File: src/video_pkg.sv
`default_nettype none

package video_pkg;

    // pixel or line coordinate.
    typedef logic [9:0] coord_t;

    typedef struct packed {
        logic [7:0] red;
        logic [7:0] green;
        logic [7:0] blue;
    } rgb_t;

    typedef logic [3:0] palette_idx_t;

    // glyph body spans these rows of the 16-line cell.
    localparam logic [3:0] glyph_first_row = 4'd2;
    localparam logic [3:0] glyph_last_row = 4'd13;

    // character code of the top band.
    localparam logic [7:0] char_base = 8'h30;

endpackage

`default_nettype wire

File: src/packet_pkg.sv
`default_nettype none

package packet_pkg;

    // data-island packet header codes.
    typedef enum logic [7:0] {
        pkt_null            = 8'h00,
        pkt_acr             = 8'h01,
        pkt_audio_sample    = 8'h02,
        pkt_audio_infoframe = 8'h84
    } packet_type_t;

    // per-frame scheduler progress.
    typedef enum logic [1:0] {
        phase_acr,
        phase_info,
        phase_stream
    } sched_phase_t;

endpackage

`default_nettype wire

File: src/video_timing.sv
`default_nettype none

module video_timing
    import video_pkg::*;
#(
    parameter int h_active = 640,
    parameter int h_total  = 800,
    parameter int v_active = 480,
    parameter int v_total  = 525
)
(
    input  logic   clk_pixel,
    input  logic   arst_n,
    output coord_t cx,
    output coord_t cy,
    output logic   de,
    output logic   island_strobe,
    output logic   frame_start
);

    logic line_end;
    logic frame_end;

    assign line_end  = (cx == coord_t'(h_total - 1));
    assign frame_end = (cy == coord_t'(v_total - 1));

    always_ff @(posedge clk_pixel or negedge arst_n)
    begin
        if (!arst_n)
        begin
            cx <= '0;
            cy <= '0;
        end
        else
        begin
            if (line_end)
            begin
                cx <= '0;
                if (frame_end)
                begin
                    cy <= '0;
                end
                else
                begin
                    cy <= cy + coord_t'(1);
                end
            end
            else
            begin
                cx <= cx + coord_t'(1);
            end
        end
    end

    assign de = (cx < coord_t'(h_active)) && (cy < coord_t'(v_active));

    // one island slot opens right after the active part of each line.
    assign island_strobe = (cx == coord_t'(h_active));

    assign frame_start = (cx == '0) && (cy == '0);

    a_cx_range: assert property (@(posedge clk_pixel) disable iff (!arst_n)
        cx < coord_t'(h_total));

endmodule

`default_nettype wire

File: src/sawtooth_tone.sv
`default_nettype none

module sawtooth_tone #(
    parameter int sample_width = 16,
    parameter int sample_div   = 525,
    parameter int wave_step    = 1365
)
(
    input  logic                    clk_pixel,
    input  logic                    arst_n,
    output logic                    sample_strobe,
    output logic [sample_width-1:0] level,
    output logic                    pwm_out
);

    localparam int div_w = $clog2(sample_div);

    logic [div_w-1:0]      div_cnt;
    logic                  div_wrap;
    logic [sample_width:0] pwm_acc;

    assign div_wrap = (div_cnt == div_w'(sample_div - 1));

    // strobe and new level appear on the same edge.
    always_ff @(posedge clk_pixel or negedge arst_n)
    begin
        if (!arst_n)
        begin
            div_cnt       <= '0;
            sample_strobe <= 1'b0;
            level         <= '0;
        end
        else
        begin
            sample_strobe <= div_wrap;
            if (div_wrap)
            begin
                div_cnt <= '0;
                level   <= level + sample_width'(wave_step);
            end
            else
            begin
                div_cnt <= div_cnt + div_w'(1);
            end
        end
    end

    // first-order delta-sigma, the carry out is the pulse density.
    always_ff @(posedge clk_pixel or negedge arst_n)
    begin
        if (!arst_n)
        begin
            pwm_acc <= '0;
        end
        else
        begin
            pwm_acc <= {1'b0, pwm_acc[sample_width-1:0]} + {1'b0, level};
        end
    end

    assign pwm_out = pwm_acc[sample_width];

endmodule

`default_nettype wire

File: src/sample_fifo.sv
`default_nettype none

module sample_fifo #(
    parameter int sample_width = 16,
    parameter int fifo_depth   = 16
)
(
    input  logic                    clk_pixel,
    input  logic                    arst_n,
    input  logic                    sample_strobe,
    input  logic                    pop,
    input  logic [sample_width-1:0] level,
    output logic [sample_width-1:0] head,
    output logic [6:0]              remaining
);

    localparam int ptr_w = $clog2(fifo_depth);

    logic [sample_width-1:0] mem [fifo_depth];
    logic [ptr_w-1:0]        wr_ptr;
    logic [ptr_w-1:0]        rd_ptr;
    logic                    full;
    logic                    push_ok;

    assign full    = (remaining == 7'(fifo_depth));
    // samples arriving while full are lost.
    assign push_ok = sample_strobe && !full;

    always_ff @(posedge clk_pixel)
    begin
        if (push_ok)
        begin
            mem[wr_ptr] <= level;
        end
    end

    always_ff @(posedge clk_pixel or negedge arst_n)
    begin
        if (!arst_n)
        begin
            wr_ptr    <= '0;
            rd_ptr    <= '0;
            remaining <= '0;
        end
        else
        begin
            if (push_ok)
            begin
                wr_ptr <= wr_ptr + ptr_w'(1);
            end
            if (pop)
            begin
                rd_ptr <= rd_ptr + ptr_w'(1);
            end
            case ({push_ok, pop})
                2'b10:   remaining <= remaining + 7'd1;
                2'b01:   remaining <= remaining - 7'd1;
                default: remaining <= remaining;
            endcase
        end
    end

    assign head = mem[rd_ptr];

    a_fill_bound: assert property (@(posedge clk_pixel) disable iff (!arst_n)
        remaining <= 7'(fifo_depth));

    // the scheduler must never request from an empty buffer.
    a_no_underflow: assert property (@(posedge clk_pixel) disable iff (!arst_n)
        !(pop && remaining == 7'd0));

endmodule

`default_nettype wire

File: src/packet_scheduler.sv
`default_nettype none

module packet_scheduler
    import packet_pkg::*;
#(
    parameter int sample_width = 16
)
(
    input  logic                    clk_pixel,
    input  logic                    arst_n,
    input  logic                    island_strobe,
    input  logic                    frame_start,
    input  logic [6:0]              remaining,
    input  logic [sample_width-1:0] head,
    output logic                    pop,
    output packet_type_t            packet_type,
    output logic [sample_width-1:0] packet_sample,
    output logic                    packet_valid
);

    sched_phase_t phase;

    assign pop = island_strobe && (phase == phase_stream) && (remaining != 7'd0);

    always_ff @(posedge clk_pixel or negedge arst_n)
    begin
        if (!arst_n)
        begin
            phase        <= phase_acr;
            packet_type  <= pkt_null;
            packet_valid <= 1'b0;
        end
        else
        begin
            packet_valid <= island_strobe;
            if (frame_start)
            begin
                phase <= phase_acr;
            end
            else if (island_strobe)
            begin
                case (phase)
                    phase_acr:
                    begin
                        packet_type <= pkt_acr;
                        phase       <= phase_info;
                    end
                    phase_info:
                    begin
                        packet_type <= pkt_audio_infoframe;
                        phase       <= phase_stream;
                    end
                    phase_stream:
                    begin
                        packet_type <= pop ? pkt_audio_sample : pkt_null;
                    end
                    default:
                    begin
                        packet_type <= pkt_null;
                        phase       <= phase_acr;
                    end
                endcase
            end
        end
    end

    // sample word only moves with an audio packet.
    always_ff @(posedge clk_pixel)
    begin
        if (pop)
        begin
            packet_sample <= head;
        end
    end

    // strobes are a line apart, so each valid is a lone pulse.
    a_valid_pulse: assert property (@(posedge clk_pixel) disable iff (!arst_n)
        island_strobe |=> packet_valid ##1 !packet_valid);

endmodule

`default_nettype wire

File: src/text_console.sv
`default_nettype none

module text_console
    import video_pkg::*;
(
    input  logic   clk_pixel,
    input  logic   arst_n,
    input  logic   de,
    input  coord_t cx,
    input  coord_t cy,
    output rgb_t   rgb
);

    logic [7:0]   char_code;
    logic [7:0]   char_next;
    logic [5:0]   prev_band;
    palette_idx_t bg_idx;
    palette_idx_t fg_idx;
    logic [2:0]   bit_sel;
    logic         glyph_row;
    logic         lit;

    function automatic rgb_t palette(input palette_idx_t idx);
        rgb_t       col;
        logic [7:0] lvl;
        lvl       = idx[3] ? 8'hFF : 8'h80;
        col.red   = idx[2] ? lvl : 8'h00;
        col.green = idx[1] ? lvl : 8'h00;
        col.blue  = idx[0] ? lvl : 8'h00;
        return col;
    endfunction

    // code for the current band, valid already on the band's first pixel.
    always_comb
    begin
        if (cy == '0)
        begin
            char_next = char_base;
        end
        else if (prev_band != cy[9:4])
        begin
            char_next = char_code + 8'd1;
        end
        else
        begin
            char_next = char_code;
        end
    end

    always_ff @(posedge clk_pixel or negedge arst_n)
    begin
        if (!arst_n)
        begin
            char_code <= char_base;
            prev_band <= '0;
        end
        else
        begin
            char_code <= char_next;
            prev_band <= cy[9:4];
        end
    end

    assign bg_idx = {cx[9], cy[8:6]};
    assign fg_idx = cx[8:5];

    // leftmost pixel of the cell shows the msb of the code.
    assign bit_sel   = 3'd7 - cx[2:0];
    assign glyph_row = (cy[3:0] >= glyph_first_row) && (cy[3:0] <= glyph_last_row);
    assign lit       = glyph_row && char_next[bit_sel];

    always_ff @(posedge clk_pixel or negedge arst_n)
    begin
        if (!arst_n)
        begin
            rgb <= '0;
        end
        else if (de)
        begin
            rgb <= lit ? palette(fg_idx) : palette(bg_idx);
        end
        else
        begin
            rgb <= '0;
        end
    end

endmodule

`default_nettype wire

File: src/hdmi_source_top.sv
`default_nettype none

module hdmi_source_top
    import video_pkg::*;
    import packet_pkg::*;
#(
    parameter int h_active     = 640,
    parameter int h_total      = 800,
    parameter int v_active     = 480,
    parameter int v_total      = 525,
    parameter int sample_width = 16,
    parameter int sample_div   = 525,
    parameter int wave_step    = 1365,
    parameter int fifo_depth   = 16
)
(
    input  logic                    clk_pixel,
    input  logic                    arst_n,
    output rgb_t                    rgb,
    output logic                    de,
    output coord_t                  cx,
    output coord_t                  cy,
    output packet_type_t            packet_type,
    output logic [sample_width-1:0] packet_sample,
    output logic                    packet_valid,
    output logic                    pwm_out
);

    logic                    island_strobe;
    logic                    frame_start;
    logic                    sample_strobe;
    logic [sample_width-1:0] level;
    logic [sample_width-1:0] head;
    logic [6:0]              remaining;
    logic                    pop;

    video_timing #(
        .h_active(h_active),
        .h_total (h_total),
        .v_active(v_active),
        .v_total (v_total)
    ) video_timing_i (
        .clk_pixel    (clk_pixel),
        .arst_n       (arst_n),
        .cx           (cx),
        .cy           (cy),
        .de           (de),
        .island_strobe(island_strobe),
        .frame_start  (frame_start)
    );

    sawtooth_tone #(
        .sample_width(sample_width),
        .sample_div  (sample_div),
        .wave_step   (wave_step)
    ) sawtooth_tone_i (
        .clk_pixel    (clk_pixel),
        .arst_n       (arst_n),
        .sample_strobe(sample_strobe),
        .level        (level),
        .pwm_out      (pwm_out)
    );

    sample_fifo #(
        .sample_width(sample_width),
        .fifo_depth  (fifo_depth)
    ) sample_fifo_i (
        .clk_pixel    (clk_pixel),
        .arst_n       (arst_n),
        .sample_strobe(sample_strobe),
        .pop          (pop),
        .level        (level),
        .head         (head),
        .remaining    (remaining)
    );

    packet_scheduler #(
        .sample_width(sample_width)
    ) packet_scheduler_i (
        .clk_pixel    (clk_pixel),
        .arst_n       (arst_n),
        .island_strobe(island_strobe),
        .frame_start  (frame_start),
        .remaining    (remaining),
        .head         (head),
        .pop          (pop),
        .packet_type  (packet_type),
        .packet_sample(packet_sample),
        .packet_valid (packet_valid)
    );

    text_console text_console_i (
        .clk_pixel(clk_pixel),
        .arst_n   (arst_n),
        .de       (de),
        .cx       (cx),
        .cy       (cy),
        .rgb      (rgb)
    );

endmodule

`default_nettype wire

File: config.mk
export PLATFORM = sky130hd
export DESIGN_NAME = hdmi_source_top
export DESIGN_NICKNAME = d
export VERILOG_FILES = /design/src/video_pkg.sv /design/src/packet_pkg.sv /design/src/video_timing.sv /design/src/sawtooth_tone.sv /design/src/sample_fifo.sv /design/src/packet_scheduler.sv /design/src/text_console.sv /design/src/hdmi_source_top.sv
export SDC_FILE = /design/constraint.sdc
export NUM_CORES = 1
export LEC_CHECK = 0
export ABC_AREA = 1
export ABC_CLOCK_PERIOD_IN_PS = 6000
export BUFFER_PORTS_ARGS = -buffer_cell sky130_fd_sc_hd__clkbuf_2
export CAP_MARGIN = 20
export CORE_UTILIZATION = 50
export DETAILED_ROUTE_END_ITERATION = 6
export PLACE_DENSITY = 0.64
export SETUP_SLACK_MARGIN = 0.3
export SLEW_MARGIN = 20
export SYNTH_ARGS = -nofsm -noshare
export SYNTH_HDL_FRONTEND = slang
export SYNTH_SLANG_ARGS = --single-unit
export TNS_END_PERCENT = 30
File: constraint.sdc
create_clock -name clk_pixel -period 6 [get_ports clk_pixel]
set_input_delay 1.2 -clock clk_pixel [delete_from_list [all_inputs] [get_ports clk_pixel]]
set_output_delay 1.2 -clock clk_pixel [all_outputs]
set_load 0.02 [all_outputs]
==> impl_metrics.csv <==
group,metric,value,unit
power,power-per-cell-area,279.0,nW/um^2
run_status,outcome,"finished clean",
synth,synth_top_area_frac,0.4987,
synth,synth_edf_count,272,
floorplanning,die_w,183.0,um
setup_path,arrival_time_worst_endpoint,4.37,ns
setup_path,r2r_end,"sample_fifo_i.remaining[6]$_DFFE_PN0P_",
power,internal_power,4.098,mW
timing,finalCritPeriodShare,0.6531,
placement,numPortBuffers,68,
synth,yosysSeqAreaShare,0.6593,
clock_tree,post_cts_resized,0,
final_layout,layout-drive-gt1-share,0.1320,
power,power.net_switching,1.026,mW
synth,synth.cell_area,16380,um^2
detailed_routing,drt-vias-per-instance,5.514,
timing,clock_skew,0.01726,ns
power,vdd_ir_drop_max,0.2046,mV
timing,worst-slew-pin-transition,1.084,ns
power,pwr-share-seq,0.540,
setup_path,crit_path_end_kind,"register",
floorplanning,fp.coreArea,31880,um^2
clock_tree,cts-root-buf,"sky130_fd_sc_hd__clkbuf_16",
detailed_routing,via_count,10420,
detailed_routing,drt-wirelength-per-cell,18.68,um
grt,grt.overflow.total,0,
timing,drv_slew,0,
setup_path,timing.critical_path.slowest_cell_delay,0.52,ns
synth,synth_cell_type_count,49,
setup_path,setup.worst_path.start,"video_timing_i.cx[5]$_DFF_PN0_",
clock_tree,clkSlewWorstSetupHoldPaths,0.06,ns
setup_path,worst-path-stages,19,
clock_tree,cts_tree,"built",
synth,post_synth.cell_area_avg,12.00,um^2
synth,dominantRegCellSynth,"sky130_fd_sc_hd__edfxtp_1",
final_layout,diodes,0,
final_layout,fillCellCount,2649,
synth,synth.area.top_cells,"sky130_fd_sc_hd__edfxtp_1, sky130_fd_sc_hd__dfrtp_1, sky130_fd_sc_hd__nor2_1",
setup_path,setup.worst_path.end,"sample_fifo_i.remaining[6]$_DFFE_PN0P_",
run,max_cap_violations,0,
final_layout,layout.cells.non_filler,1890,
final_layout,num-nets-final,1463,
final_layout,syn_to_final_growth,12.13,%
floorplanning,initial_core_util,0.5137,
worst_hold_path,min-delay-path-class,"register to register",
grt,via_count_of_the_first_global_routing_pass,10250,
setup_path,worst_r2r_path_depth,19,
synth,ys.warnings.count,0,
timing,timing.final.setup_violations,0,
setup_path,crit_path_start_kind,"register",
clock_tree,cts_hold_buf,0,
grt,grt_start_max_net_pins,112,
clock_tree,worst_skew_late_latency,0.54,ns
synth,ffs_w_async_s_r_synth,0.2785,
clock_tree,cts_post_setup_buffers_inserted,0,
grt,grtUsageTotal,0.2157,
setup_path,regToRegStartpoint,"video_timing_i.cx[5]$_DFF_PN0_",
setup_path,worst_path_most_repeated_cell,"sky130_fd_sc_hd__nand2_1",
synth,post_synth_inst_count,1365,
floorplanning,die_area,33480,um^2
floorplanning,design.portCount,73,
detailed_routing,drt_pre_antenna_iters,5,
power,power.share.clock,0.457,
setup_path,cp.buffers_inverters,4,
setup_path,critical_path.cell_chain,"or2_1 -> nor4_1 -> nand2_1 -> inv_2 -> nand3_1 -> inv_2 -> ha_1 -> inv_1 -> fa_1 -> inv_1 -> nand3_1 -> nand2_1 -> nand2_1 -> nand2_1 -> a21oi_1 -> nand2_1 -> nand2_1 -> nor2_1 -> xor2_1",
clock_tree,clk_path_buf_depth,3,
detailed_routing,drt_first_iter_violations,737,
timing,hold_violations,0,
setup_path,cp_top_family,"simple AND/OR/NAND/NOR gates",
synth,synth_most_common_cell,"sky130_fd_sc_hd__edfxtp_1",
floorplanning,floorplan.die.height,183.0,um
setup_path,worst-setup-path-type,"register to register",
clock_tree,tritoncts.num_buffers,41,
grt,antenna_found_initial,0,
synth,post-synth-top-area-cell,"sky130_fd_sc_hd__edfxtp_1",
setup_path,reg2reg_setup_slack,2.08,ns
timing,finalCriticalPeriod,3.919,ns
placement,post-place-cells,1815,
setup_path,worst_path_max_delay_cell,"sky130_fd_sc_hd__inv_2",
timing,setup_tns,0,ns
power,power.static_leakage,6.404,nW
detailed_routing,postRouteWirelength,35.31,mm
power,sw_frac_of_total,0.2002,
placement,post-dp-hpwl,20.46,mm
detailed_routing,final_antenna_net_count,0,
timing,rsz0062_at_grt,"false",
synth,ffs_latches_synth,377,
detailed_routing,drt_drc_violations_left,0,
grt,wire_length_of_the_first_global_routing_pass,55.67,mm
setup_path,critical_path_peak_fanout,20,
power,share_comb_of_total_power,0.003,
clock_tree,clkSinkCount,377,
synth,post_synth_most_frequent_cells,"sky130_fd_sc_hd__edfxtp_1, sky130_fd_sc_hd__nor2_1, sky130_fd_sc_hd__nand2_1",
floorplanning,placement_rows,65,
clock_tree,htree_levels,2,
placement,routabilityCongestion,0.8183,
setup_path,critPathRequiredTime,6.45,ns
timing,slew_headroom,0.2776,
timing,fmax,255.2,MHz
-- layout by cell type (no fill, tap or decap), types with 23 or more instances in the layout --
master | Yosys | routed
sky130_fd_sc_hd__nand2_1 | 164 | 164
sky130_fd_sc_hd__mux2i_1 | 51 | 51
sky130_fd_sc_hd__a21oi_1 | 31 | 31
sky130_fd_sc_hd__nand4_1 | 23 | 23
sky130_fd_sc_hd__inv_1 | 95 | 95
sky130_fd_sc_hd__edfxtp_1 | 272 | 272
sky130_fd_sc_hd__ha_1 | 36 | 36
sky130_fd_sc_hd__nand3_1 | 52 | 52
sky130_fd_sc_hd__nor2_1 | 172 | 156
sky130_fd_sc_hd__clkbuf_2 | 0 | 67
sky130_fd_sc_hd__dfrtp_1 | 103 | 101
sky130_fd_sc_hd__o221ai_1 | 51 | 51
sky130_fd_sc_hd__clkbuf_16 | 0 | 42
sky130_fd_sc_hd__xor2_1 | 35 | 35
sky130_fd_sc_hd__o21ai_0 | 86 | 86
-- flip-flops by register name (all words and copies together) (netlist names) --
name and cells:
packet_scheduler_i.packet_sample 16, packet_scheduler_i.packet_type 3, packet_scheduler_i.packet_valid 1, packet_scheduler_i.phase 2, sample_fifo_i.mem 256, sample_fifo_i.rd_ptr 4, sample_fifo_i.remaining 7, sample_fifo_i.wr_ptr 4
sawtooth_tone_i.div_cnt 10, sawtooth_tone_i.level 16, sawtooth_tone_i.pwm_acc 17, sawtooth_tone_i.sample_strobe 1, text_console_i.char_code 8, text_console_i.prev_band 6, text_console_i.rgb 6, video_timing_i.cx 10
video_timing_i.cy 10
-- layer usage --
layer / global-route usage / wire [um]
met1: 0.2735 / 15140
met2: 0.3856 / 17850
met3: 0.02998 / 1588
met4: 0.06067 / 729
met5: 0 / 0
-- cells by family (layout without fill, tap and decap cells) --
kind of cell | Yosys count | in the layout | synth area share
AOI/OAI and AO/OA | 213 | 213 | 0.08358
xor gates and xnor gates | 49 | 49 | 0.02620
adders and majority gates | 38 | 38 | 0.02995
buffers and inverters | 183 | 270 | 0.04782
DFF | 377 | 377 | 0.6593
muxes | 51 | 51 | 0.03117
other | 1 | 4 | 0.0002290
and+or+nand+nor | 453 | 453 | 0.1218
-- worst min-delay path by stage --
stage | from | end | slack (ns) | cells past startpoint
finish | sawtooth_tone_i.pwm_acc[0]$_DFF_PN0_ | sawtooth_tone_i.pwm_acc[0]$_DFF_PN0_ | 0.48 | 1
detailed placement | sawtooth_tone_i.pwm_acc[0]$_DFF_PN0_ | sawtooth_tone_i.pwm_acc[0]$_DFF_PN0_ | 0.47 | 1
floorplan | sawtooth_tone_i.pwm_acc[0]$_DFF_PN0_ | sawtooth_tone_i.pwm_acc[0]$_DFF_PN0_ | 0.44 | 1
global route | sawtooth_tone_i.pwm_acc[0]$_DFF_PN0_ | sawtooth_tone_i.pwm_acc[0]$_DFF_PN0_ | 0.51 | 1
global placement | sawtooth_tone_i.pwm_acc[0]$_DFF_PN0_ | sawtooth_tone_i.pwm_acc[0]$_DFF_PN0_ | 0.45 | 1
CTS | sawtooth_tone_i.pwm_acc[0]$_DFF_PN0_ | sawtooth_tone_i.pwm_acc[0]$_DFF_PN0_ | 0.48 | 1
-- power by group through the flow --
| stage | sequential [mW] | combinational [mW] | clock, mW |
|---|---|---|---|
| 5_1_grt | 2.76 | 0.0200 | 2.49 |
| 3_3_place_gp | 2.82 | 0.0179 | 0 |
| 2_1_floorplan | 2.82 | 0.00417 | 0 |
| 3_5_place_dp | 2.82 | 0.0181 | 0 |
| 6_report | 2.77 | 0.0169 | 2.34 |
| 4_1_cts | 2.77 | 0.0180 | 2.38 |
-- worst register-to-register path, delay by kind of cell, from the launching register on --
family / cells / cell delay (ns)
flip-flops: 1 / 0.44
AO/OA/AOI/OAI: 1 / 0.07
AND/OR/NAND/NOR: 11 / 1.55
buffers and inverters: 4 / 0.84
adder cells (fa/ha/maj): 2 / 0.77
XOR/XNOR: 1 / 0.16
-- per-stage QoR --
| step | area [um^2] | hold slack (ns) | setup WS [ns] | total power, mW | util |
|---|---|---|---|---|---|
| finish | 18370 | 0.4770 | 2.081 | 5.124 | 0.5761 |
| global route | 18370 | 0.5063 | 1.634 | 5.277 | 0.5761 |
| CTS | 18370 | 0.4837 | 2.090 | 5.164 | 0.5761 |
| detailed placement | 17100 | 0.4699 | 2.113 | 2.837 | 0.5365 |
| global placement | 17090 | 0.4532 | 2.234 | 2.837 | 0.5362 |
| floorplan | 16390 | 0.4430 | 2.751 | 2.823 | - |
-- layout make-up --
| class | count | area, um^2 | area share |
|---|---|---|---|
| clock buffer | 46 | 1066 | 0.05805 |
| tap | 435 | 544.3 | 0.02964 |
| timing repair buffer | 88 | 493.0 | 0.02684 |
| multi-input combinational | 808 | 4858 | 0.2645 |
| clock inverter | 29 | 195.2 | 0.01063 |
| sequential | 377 | 10810 | 0.5884 |
| inverter | 107 | 402.9 | 0.02194 |
No activity file was read; power rests on OpenSTA's default activity.
